`config.mk`:
```
export PLATFORM = sky130hd
export DESIGN_NAME = controlUnit
export DESIGN_NICKNAME = d
export VERILOG_FILES = /design/src/logic/controlPkg.sv /design/src/logic/controlUnit.sv /design/src/logic/controlEncoder.sv /design/src/logic/controlSequencer.sv /design/src/logic/memoryHandshake.sv /design/src/logic/instructionDecoder.sv
export SDC_FILE = /design/constraint.sdc
export NUM_CORES = 1
export LEC_CHECK = 0
export BUFFER_PORTS_ARGS = -buffer_cell sky130_fd_sc_hd__buf_2
export CAP_MARGIN = 10
export CORE_ASPECT_RATIO = 0.75
export CORE_MARGIN = 1.5
export CORE_UTILIZATION = 30
export CTS_CLUSTER_SIZE = 16
export DETAILED_ROUTE_END_ITERATION = 16
export GPL_TIMING_DRIVEN = 1
export SKIP_CTS_REPAIR_TIMING = 1
export SYNTH_ARGS = -nofsm -noshare
export SYNTH_HDL_FRONTEND = slang
export SYNTH_SLANG_ARGS = --single-unit
```
`constraint.sdc`:
```
create_clock -name clock -period 2.36 [get_ports clock]
set_input_delay 0.118 -clock clock [delete_from_list [all_inputs] [get_ports clock]]
set_output_delay 0.118 -clock clock [all_outputs]
set_load 0.05 [all_outputs]
```
`src/logic/controlPkg.sv`:
```
`default_nettype none

package controlPkg;

	// Primary opcodes kept by the unit
	typedef enum logic [5:0] {
		Special = 6'h00,
		Jump    = 6'h02,
		Jal     = 6'h03,
		Beq     = 6'h04,
		Bne     = 6'h05,
		Ble     = 6'h06,
		Bgt     = 6'h07,
		Addi    = 6'h08,
		Addiu   = 6'h09,
		Lb      = 6'h20,
		Lh      = 6'h21,
		Lw      = 6'h23,
		Sb      = 6'h28,
		Sh      = 6'h29,
		Sw      = 6'h2b
	} OpCode_t;

	// Function field of Special
	typedef enum logic [5:0] {
		FnJr  = 6'h08,
		FnAdd = 6'h20,
		FnSub = 6'h22,
		FnAnd = 6'h24,
		FnSlt = 6'h2a
	} Funct_t;

	typedef enum logic [3:0] {
		InstrAdd,
		InstrAnd,
		InstrSub,
		InstrSlt,
		InstrJr,
		InstrAddi,
		InstrAddiu,
		InstrBeq,
		InstrBne,
		InstrBgt,
		InstrBle,
		InstrLoad,
		InstrStore,
		InstrJump,
		InstrJal,
		InstrUnknown
	} InstrKind_t;

	typedef enum logic [4:0] {
		Reset,
		Fetch,
		IrLoad,
		Decode,
		AluReg,
		WriteReg,
		SetLess,
		AddImm,
		WriteImm,
		OverflowExc,
		BranchTarget,
		BranchCompare,
		JumpReg,
		JumpTarget,
		LinkWrite,
		AddrCalc,
		LoadAccess,
		LoadWrite,
		StoreAccess,
		Wait
	} ControlState_t;

	typedef enum logic [2:0] {AluPass, AluAdd, AluSub, AluAnd, AluCompare} AluOp_t;
	typedef enum logic [1:0] {PcAluResult, PcAluOut, PcJumpTarget, PcRegister} PcSource_t;
	typedef enum logic [1:0] {AddrPc, AddrAluOut, AddrExceptionVector} AddrSelect_t;
	typedef enum logic [1:0] {DstRt, DstStack, DstLink, DstRd} RegDst_t;
	typedef enum logic [1:0] {FromAluOut, FromMemory, FromCompare} MemToReg_t;
	typedef enum logic [1:0] {SizeWord, SizeHalf, SizeByte} AccessSize_t;
	typedef enum logic [1:0] {SrcAPc, SrcARegA} AluSrcA_t;
	typedef enum logic [2:0] {SrcBRegB, SrcBFour, SrcBImmediate, SrcBBranchOffset} AluSrcB_t;

	// Everything the datapath needs in one cycle
	typedef struct packed {
		AluSrcA_t    aluSrcA;
		AluSrcB_t    aluSrcB;
		AluOp_t      aluOp;
		PcSource_t   pcSource;
		logic        pcWrite;
		logic        irWrite;
		logic        memWrite;
		AddrSelect_t addrSelect;
		MemToReg_t   memToReg;
		RegDst_t     regDst;
		logic        regWrite;
		logic        writeRegA;
		logic        writeRegB;
		logic        aluOutWrite;
		logic        epcWrite;
		logic        memDataWrite;
		AccessSize_t accessSize;
	} ControlWord_t;

	typedef struct packed {
		logic overflow;
		logic equal;
		logic greater;
	} AluFlags_t;

endpackage

`default_nettype wire
```
`src/logic/controlUnit.sv`:
```
`default_nettype none

module controlUnit import controlPkg::*; (
	input  logic          clock,
	input  logic          reset,
	input  OpCode_t       opCode,
	input  Funct_t        funct,
	input  AluFlags_t     flags,
	input  logic          memAck,
	output logic          memReq,
	output ControlWord_t  control,
	output ControlState_t state
);

	InstrKind_t kind;
	logic memStart;
	logic memDone;

	instructionDecoder decoder_i (
		.opCode (opCode),
		.funct  (funct),
		.kind   (kind)
	);

	controlSequencer sequencer_i (
		.clock    (clock),
		.reset    (reset),
		.kind     (kind),
		.flags    (flags),
		.memDone  (memDone),
		.memStart (memStart),
		.state    (state)
	);

	controlEncoder encoder_i (
		.state   (state),
		.kind    (kind),
		.opCode  (opCode),
		.flags   (flags),
		.control (control)
	);

	memoryHandshake handshake_i (
		.clock    (clock),
		.reset    (reset),
		.memStart (memStart),
		.memAck   (memAck),
		.memReq   (memReq),
		.memDone  (memDone)
	);

endmodule

`default_nettype wire

```
`src/logic/controlEncoder.sv`:
```
`default_nettype none

module controlEncoder import controlPkg::*; (
	input  ControlState_t state,
	input  InstrKind_t    kind,
	input  OpCode_t       opCode,
	input  AluFlags_t     flags,
	output ControlWord_t  control
);

	AccessSize_t accessWidth;
	AluOp_t regAluOp;
	logic branchTaken;

	always_comb begin
		case (opCode)
			Lh,
			Sh: begin
				accessWidth = SizeHalf;
			end
			Lb,
			Sb: begin
				accessWidth = SizeByte;
			end
			default: accessWidth = SizeWord;
		endcase
	end

	always_comb begin
		case (kind)
			InstrAnd: regAluOp = AluAnd;
			InstrSub: regAluOp = AluSub;
			default: regAluOp = AluAdd;
		endcase
	end

	// Branch condition from the compare flags
	always_comb begin
		case (kind)
			InstrBeq: branchTaken = flags.equal;
			InstrBne: branchTaken = !flags.equal;
			InstrBgt: branchTaken = flags.greater;
			InstrBle: branchTaken = !flags.greater;
			default: branchTaken = 1'b0;
		endcase
	end

	always_comb begin
		control = '0;
		case (state)
			Reset: begin
				// Stack pointer and EPC initialisation
				control.regWrite = 1'b1;
				control.regDst = DstStack;
				control.epcWrite = 1'b1;
			end
			Fetch: begin
				control.addrSelect = AddrPc;
				control.memDataWrite = 1'b1;
			end
			IrLoad: begin
				control.irWrite = 1'b1;
				control.pcWrite = 1'b1;
				control.pcSource = PcAluResult;
				control.aluSrcA = SrcAPc;
				control.aluSrcB = SrcBFour;
				control.aluOp = AluAdd;
			end
			Decode: begin
				control.writeRegA = 1'b1;
				control.writeRegB = 1'b1;
			end
			AluReg: begin
				control.aluSrcA = SrcARegA;
				control.aluSrcB = SrcBRegB;
				control.aluOp = regAluOp;
				control.aluOutWrite = 1'b1;
			end
			WriteReg: begin
				control.regWrite = 1'b1;
				control.regDst = DstRd;
				control.memToReg = FromAluOut;
			end
			SetLess: begin
				control.aluSrcA = SrcARegA;
				control.aluOp = AluCompare;
				control.regWrite = 1'b1;
				control.regDst = DstRd;
				control.memToReg = FromCompare;
			end
			AddImm: begin
				control.aluSrcA = SrcARegA;
				control.aluSrcB = SrcBImmediate;
				control.aluOp = AluAdd;
				control.aluOutWrite = 1'b1;
			end
			WriteImm: begin
				control.regWrite = 1'b1;
				control.regDst = DstRt;
			end
			OverflowExc: begin
				control.epcWrite = 1'b1;
				control.addrSelect = AddrExceptionVector;
			end
			BranchTarget: begin
				control.aluSrcA = SrcAPc;
				control.aluSrcB = SrcBBranchOffset;
				control.aluOp = AluAdd;
				control.aluOutWrite = 1'b1;
			end
			BranchCompare: begin
				control.aluSrcA = SrcARegA;
				control.aluOp = AluCompare;
				control.pcSource = PcAluOut;
				control.pcWrite = branchTaken;
			end
			JumpReg: begin
				control.pcWrite = 1'b1;
				control.pcSource = PcRegister;
			end
			JumpTarget: begin
				control.pcWrite = 1'b1;
				control.pcSource = PcJumpTarget;
			end
			LinkWrite: begin
				control.regWrite = 1'b1;
				control.regDst = DstLink;
			end
			AddrCalc: begin
				control.aluSrcA = SrcARegA;
				control.aluSrcB = SrcBImmediate;
				control.aluOp = AluAdd;
				control.aluOutWrite = 1'b1;
			end
			LoadAccess: begin
				control.addrSelect = AddrAluOut;
				control.memDataWrite = 1'b1;
				control.accessSize = accessWidth;
			end
			LoadWrite: begin
				control.regWrite = 1'b1;
				control.regDst = DstRt;
				control.memToReg = FromMemory;
				control.accessSize = accessWidth;
			end
			StoreAccess: begin
				control.addrSelect = AddrAluOut;
				control.memWrite = 1'b1;
				control.accessSize = accessWidth;
			end
			default: control = '0;
		endcase
	end

endmodule

`default_nettype wire

```
`src/logic/controlSequencer.sv`:
```
`default_nettype none

module controlSequencer import controlPkg::*; (
	input  logic          clock,
	input  logic          reset,
	input  InstrKind_t    kind,
	input  AluFlags_t     flags,
	input  logic          memDone,
	output logic          memStart,
	output ControlState_t state
);

	ControlState_t nextState;

	always_ff @(posedge clock or posedge reset) begin
		if (reset) begin
			state <= Reset;
		end else begin
			state <= nextState;
		end
	end

	// Memory states keep the request alive until done
	assign memStart = (state == Fetch) || (state == LoadAccess) || (state == StoreAccess);

	always_comb begin
		nextState = state;
		case (state)
			Reset: nextState = Fetch;
			Fetch: begin
				if (memDone) begin
					nextState = IrLoad;
				end
			end
			IrLoad: nextState = Decode;
			Decode: begin
				case (kind)
					InstrAdd,
					InstrAnd,
					InstrSub: begin
						nextState = AluReg;
					end
					InstrSlt: nextState = SetLess;
					InstrAddi,
					InstrAddiu: begin
						nextState = AddImm;
					end
					InstrBeq,
					InstrBne,
					InstrBgt,
					InstrBle: begin
						nextState = BranchTarget;
					end
					InstrJr: nextState = JumpReg;
					InstrJump: nextState = JumpTarget;
					InstrJal: nextState = LinkWrite;
					InstrLoad,
					InstrStore: begin
						nextState = AddrCalc;
					end
					default: nextState = Wait;
				endcase
			end
			AluReg: nextState = WriteReg;
			WriteReg: nextState = Wait;
			SetLess: nextState = Wait;
			AddImm: begin
				// addiu never traps
				if (kind == InstrAddi && flags.overflow) begin
					nextState = OverflowExc;
				end else begin
					nextState = WriteImm;
				end
			end
			WriteImm: nextState = Wait;
			OverflowExc: nextState = Wait;
			BranchTarget: nextState = BranchCompare;
			BranchCompare: nextState = Wait;
			JumpReg: nextState = Wait;
			LinkWrite: nextState = JumpTarget;
			JumpTarget: nextState = Wait;
			AddrCalc: begin
				if (kind == InstrLoad) begin
					nextState = LoadAccess;
				end else begin
					nextState = StoreAccess;
				end
			end
			LoadAccess: begin
				if (memDone) begin
					nextState = LoadWrite;
				end
			end
			LoadWrite: nextState = Wait;
			StoreAccess: begin
				if (memDone) begin
					nextState = Wait;
				end
			end
			Wait: nextState = Fetch;
			default: nextState = Fetch;
		endcase
	end

endmodule

`default_nettype wire

```
`src/logic/memoryHandshake.sv`:
```
`default_nettype none

module memoryHandshake (
	input  logic clock,
	input  logic reset,
	input  logic memStart,
	input  logic memAck,
	output logic memReq,
	output logic memDone
);

	typedef enum logic [1:0] {
		Idle,
		Requesting,
		Releasing
	} HandshakeState_t;

	HandshakeState_t phase;

	always_ff @(posedge clock or posedge reset) begin
		if (reset) begin
			phase <= Idle;
			memReq <= 1'b0;
			memDone <= 1'b0;
		end else begin
			memDone <= 1'b0;
			case (phase)
				Idle: begin
					if (memStart && !memAck) begin
						phase <= Requesting;
						memReq <= 1'b1;
					end
				end
				Requesting: begin
					// Hold the request until memory answers
					if (memAck) begin
						phase <= Releasing;
						memReq <= 1'b0;
						memDone <= 1'b1;
					end
				end
				Releasing: begin
					// New starts wait here until ack is gone
					if (!memAck) begin
						phase <= Idle;
					end
				end
				default: begin
					phase <= Idle;
					memReq <= 1'b0;
				end
			endcase
		end
	end

endmodule

`default_nettype wire

```
`src/logic/instructionDecoder.sv`:
```
`default_nettype none

module instructionDecoder import controlPkg::*; (
	input  OpCode_t    opCode,
	input  Funct_t     funct,
	output InstrKind_t kind
);

	always_comb begin
		kind = InstrUnknown;
		case (opCode)
			Special: begin
				// R-type, selected by the function field
				case (funct)
					FnAdd: kind = InstrAdd;
					FnAnd: kind = InstrAnd;
					FnSub: kind = InstrSub;
					FnSlt: kind = InstrSlt;
					FnJr: kind = InstrJr;
					default: kind = InstrUnknown;
				endcase
			end
			Addi: kind = InstrAddi;
			Addiu: kind = InstrAddiu;
			Beq: kind = InstrBeq;
			Bne: kind = InstrBne;
			Bgt: kind = InstrBgt;
			Ble: kind = InstrBle;
			// Width is picked up later from the opcode
			Lw,
			Lh,
			Lb: begin
				kind = InstrLoad;
			end
			Sw,
			Sh,
			Sb: begin
				kind = InstrStore;
			end
			Jump: kind = InstrJump;
			Jal: kind = InstrJal;
			default: kind = InstrUnknown;
		endcase
	end

endmodule

`default_nettype wire

```
==> impl_metrics.tcl, run 1 <==
set metrics [dict create \
    status "complete, no violations" \
    io_pins 51 \
    relSlewSlack 0.647 \
    yosys_warnings 0 \
    postSynthCellCount 223 \
    design_area_mm2 0.00222 \
    r2r_slack_ns 0.56 \
    final_net_count 318 \
    post-route-period-util 0.957 \
    wl_met3_um 331 \
    worstReg2RegStart "sequencer_i.state[0]" \
    cp-start-kind "input pin" \
    dr.first_iter.drc_count 183 \
    die_h_um 65.5 \
    die_w_um 86.3 \
    vias 1844 \
    final_common_cell "buf_2" \
    vias_per_cell 5.22 \
    initial_core_util 0.315 \
    hpwl_um 3980 \
    grt_pass1_wl_um 7910 \
    grt_start_max_net_pins 17 \
    grt_pass1_vias 1616 \
    arrival_ns 2.14 \
    max_freq_ghz 0.443 \
    p_leak_nw 1.03 \
    num_antenna_cells 0 \
    path_class "in -> out" \
    cts-root-buf "clkbuf_8" \
    fin_crit_ns 2.26 \
    topRoutingLayerUsed "met4" \
    crit_fanout 6 \
    fin_worst_skew_ns 0.00584 \
    drv_cap 0 \
    finalHoldViolCount 0 \
    area_growth_pct 42.0 \
    io_buffers 48 \
    post_drt_wl_per_cell_um 14.0 \
    drive_gt1_frac 0.392 \
    syn-mean-instance-area_um2 7.01 \
    cts_tree "built" \
    cts_made_buffers 3 \
    cts.clk_slew.worst_paths_ns 0.04 \
    routed_wl_um 4950 \
    powerDensity_mw_per_mm2 1050 \
    drv_slew 0 \
    crit_end "control[16]" \
    synth.ff_latch_count 9 \
    rows 22 \
    worst_slew_pin_slew_ns 0.529 \
    track_usage 0.173 \
    ys_seq_area_frac 0.144 \
    setup_viol 0 \
    layout_common_cells "buf_2 (47), buf_4 (35), nor2_1 (24), nand2_1 (18), inv_1 (10)" \
    worstSetupEndpointType "output pin" \
    synthFlopType "dfrtp_1" \
    holdWs_ns 0.0940 \
    postPlaceCellArea_mm2 0.00211 \
    drtPass1Iterations 4 \
    startpoint "opCode[2]" \
    grt_overflow_total 0 \
    worstReg2RegEnd "sequencer_i.state[0]" \
    synth.distinct_cells 61 \
    synth_edf_count 0 \
    drt-met1-wl_um 2560 \
    cts_max_level 1 \
    worstHoldPathCells 2 \
    hold_path_class "in -> reg" \
    cts_buffer_depth 2 \
    drc 0 \
    clock-sinks 9 \
    synthArstFlopShare 1.00 \
    place_congestion 0.909 \
    final_util 0.448 \
    worstPathRequired_ns 2.24 \
    irDropWorstVdd_mv 0.548 \
    antenna_left 0 \
    met2_length_um 2040 \
    die_area_mm2 0.00566 \
    core_area_mm2 0.00495 \
    ff2ff_path_depth 5 \
    synth_area_mm2 0.00156 \
    clkLatencyLatePin_ns 0.24 \
    antenna_found_initial 0 \
]
cell usage after synthesis (all sizes together) (2+ instances only):
cell	n	area [um2]
nand3	7	35.0
o21ai	15	75.1
xor2	2	17.5
o31a	2	17.5
mux2i	4	40.0
nor2	26	100
o211ai	3	22.5
nor2b	9	56.3
nand2b	8	50.1
nand2	18	67.6
buf	12	70.1
nor3	12	60.1
nand3b	2	15.0
a21o	2	15.0
and3	3	18.8
a211o	3	26.3
and2	5	31.3
a211oi	2	27.5
clkbuf	7	26.3
nor4	5	31.3
xnor2	4	35.0
a21oi	8	43.8
or3	4	30.0
o22ai	4	37.5
inv	11	41.3
ha	6	75.1
nor4b	2	17.5
o32ai	2	17.5
dfrtp	9	225
a221oi	2	23.8
nor3b	5	42.5
area by class of cell:
type	instances	area, um2
Multi-Input combinational cell	185	1310
Sequential cell	9	225
Fill cell	516	2740
Timing Repair Buffer	84	519
Clock buffer	4	45.0
Inverter	11	41.3
Tap cell	60	75.1
per-layer routing:
layer,track usage,up-vias
met1,0.274,845
li1,-,937
met2,0.243,60
met5,0,-
met3,0.0364,2
met4,0.0181,0
worst max-delay path, cell delays in order:
cell      delay [ns]
buf_2           0.15
xnor2_2         0.19
xnor2_1         0.14
nand2_1         0.12
a211o_4         0.37
inv_2           0.08
ha_1            0.14
inv_1           0.05
o21ai_2         0.16
nand3b_1        0.14
a311oi_4        0.28
buf_6           0.20
report_power, final:
part / leakage, nW / switching (mW) / internal, mW / total (mW)
registers: 0.112 / 0.124 / 0.215 / 0.339
clock network: 0.0228 / 0.0639 / 0.118 / 0.182
logic: 0.892 / 1.24 / 0.574 / 1.81
per-stage QoR:
stage	setup TNS (ns)	setup slack (ns)	std cells	power, mW
after CTS	-0.168	-0.168	351	2.31
after floorplan	-0.401	-0.372	224	1.69
after global placement	-0.0825	-0.0825	347	2.12
after global routing	-0.0301	-0.0301	353	2.48
after detailed placement	-0.177	-0.156	347	2.13
final	0	0.100	353	2.33
flip-flops by register name, summed over array words and instances (netlist names):
register             flops
handshake_i.phase        2
handshake_i.memDone      1
handshake_i.memReq       1
sequencer_i.state        5
worst min-delay path by stage:
| stage | slack [ns] | endpoint | startpoint |
|---|---|---|---|
| detailed placement | 0.09 | handshake_i.phase[1] | reset |
| global placement | 0.09 | handshake_i.phase[1] | reset |
| finish | 0.09 | handshake_i.phase[0] | memAck |
| global route | 0.09 | handshake_i.phase[0] | memAck |
| floorplan | -0.05 | handshake_i.memDone | reset |
| CTS | -0.16 | sequencer_i.state[0] | reset |
cell families (layout without fill, tap and decap cells):
kind of cell               Yosys count  after routing  share of synthesized area
other                                1              2                    0.00240
xor gates and xnor gates             6              6                     0.0336
AOI/OAI and AO/OA                   55             55                      0.272
adders and majority gates            7              7                     0.0544
and+or+nand+nor                    111            111                      0.380
muxes                                4              4                     0.0256
DFF                                  9              9                      0.144
buffers and inverters               30             99                     0.0881
Power figures use the tool's default switching activity.
==> inputs of run 2 (changes only) <==
- BUFFER_PORTS_ARGS: -buffer_cell sky130_fd_sc_hd__buf_2 -> -buffer_cell sky130_fd_sc_hd__buf_4
- GPL_ROUTABILITY_DRIVEN: unset -> 0
- MAX_ROUTING_LAYER: unset -> met4
==> run 2 against run 1 <==
Core utilization up 3.6 points. Critical path depth unchanged. Flip-flop and latch count unchanged. Routed wire length up 3.7%. Clock power down 5%. Hold slack worse by 0.019 ns.
==> impl_metrics.tcl, run 2 (same netlist as run 1, synthesis figures left out) <==
set metrics [dict create \
    status "complete, no violations" \
    largest_reg_flops 5 \
    dr.first_iter.drc_count 115 \
    post_drt_wl_per_cell_um 14.4 \
    nFillCells 510 \
    die_h_um 65.5 \
    globalRouteMet3Util 0.0302 \
    grt_start_max_net_pins 19 \
    grt_busiest_layer "met1" \
    hold_path_class "in -> reg" \
    rows 22 \
    grt_use_met1 0.296 \
    num_antenna_cells 0 \
    cts_buffer_depth 2 \
    core_area_mm2 0.00495 \
    grt_setup_unrepaired "no" \
    cts_made_buffers 3 \
    powerDensity_mw_per_mm2 1020 \
    cts_max_level 1 \
    setup_viol 0 \
    r2r_slack_ns 0.76 \
    drtPass1Iterations 4 \
    regMostFlops "sequencer_i.state" \
    worstSetupEndpointType "output pin" \
    irDropWorstVdd_mv 0.630 \
    min_from "memAck" \
    largestRegisters "sequencer_i.state x5, handshake_i.phase x2" \
    cts_tree "built" \
    drv_slew 0 \
    clock-sinks 9 \
    vias_per_cell 5.40 \
    die_w_um 86.3 \
    placed_cells 350 \
    finalHoldViolCount 0 \
    clkLatencyLatePin_ns 0.23 \
    vias 1927 \
    cts-root-buf "clkbuf_8" \
    grt_use_met2 0.248 \
    area_growth_pct 53.6 \
    fin_cells 357 \
    ff2ff_path_depth 5 \
    antenna_found_initial 0 \
    final_util 0.484 \
    hpwl_um 4140 \
    path_class "in -> out" \
    worstReg2RegStart "sequencer_i.state[1]" \
    crit_fanout 5 \
    whs_endpoint "handshake_i.phase[0]" \
    routed_wl_um 5130 \
    io_buffers 48 \
    worstReg2RegEnd "handshake_i.memReq" \
    initial_core_util 0.315 \
    drv_cap 0 \
    grt_pass1_wl_um 8250 \
    worstPathRequired_ns 2.24 \
    fin_crit_ns 2.27 \
    antenna_left 0 \
    grt_overflow_total 0 \
    arrival_ns 2.16 \
    final_net_count 322 \
    die_area_mm2 0.00566 \
    final_common_cell "buf_4" \
    cts.clk_slew.worst_paths_ns 0.04 \
    fin_worst_skew_ns 0.00314 \
    post-route-period-util 0.964 \
    track_usage 0.185 \
    max_freq_ghz 0.440 \
    drc 0 \
    worstHoldPathCells 2 \
    grt_pass1_vias 1658 \
    io_pins 51 \
    cp-start-kind "input pin" \
    holdWs_ns 0.0752 \
    p_leak_nw 1.07 \
    drive_gt1_frac 0.421 \
    layout_common_cells "buf_4 (86), nor2_1 (24), nand2_1 (18)" \
]
run 2: cell count changes in the layout (fill, tap and decap cells not counted), moves of 2 or more:
cell / change
ha_1: -2
o21ai_1: +2
buf_4: +51
buf_2: -47
run 2: through the flow:
step           TNS [ns]  worst slack, ns  power [mW]  area (um2)
6_report              0           0.0858        2.46        2400
4_1_cts         -0.0681          -0.0681        2.44        2300
2_1_floorplan    -0.401           -0.372        1.69        1640
5_1_grt               0           0.0135        2.61        2400
3_5_place_dp    -0.0693          -0.0693        2.25        2250
3_3_place_gp    -0.0627          -0.0627        2.25        2250
run 2: metal layers:
layer,vias to the layer above,part of all wire
met5,-,0
met4,0,0
met3,0,0.074
met2,78,0.42
met1,905,0.51
li1,944,-
run 2: cell type report:
cell class	instances	area, um2	area share
tap	60	75.1	0.0313
timing repair buffer	88	667	0.278
inverter	11	41.3	0.0172
sequential	9	225	0.0938
clock buffer	4	45.0	0.0188
multi-input combinational	185	1350	0.561
run 2: power breakdown:
group / total [mW] / switching (mW) / leakage [nW] / internal, mW
Combinational: 1.95 / 1.27 / 0.930 / 0.685
Clock: 0.173 / 0.0557 / 0.0228 / 0.117
Sequential: 0.331 / 0.116 / 0.112 / 0.215
run 2: worst max path at each step:
stage | start | end | slack [ns] | cells past startpoint
after global routing | opCode[3] | control[16] | 0.01 | 12
after floorplan | sequencer_i.state[0] | control[11] | -0.37 | 3
final | opCode[3] | control[16] | 0.09 | 12
after global placement | funct[2] | control[16] | -0.06 | 12
after detailed placement | funct[2] | control[16] | -0.07 | 12
after CTS | funct[2] | control[16] | -0.07 | 12
run 2: critical path: stages:
cell	delay [ns]
buf_4	0.13
or3_4	0.40
nor2_4	0.16
and2_4	0.17
a211o_4	0.13
buf_4	0.11
ha_2	0.18
mux2i_2	0.08
o21ai_1	0.10
nand3b_1	0.14
a311oi_4	0.25
buf_6	0.20
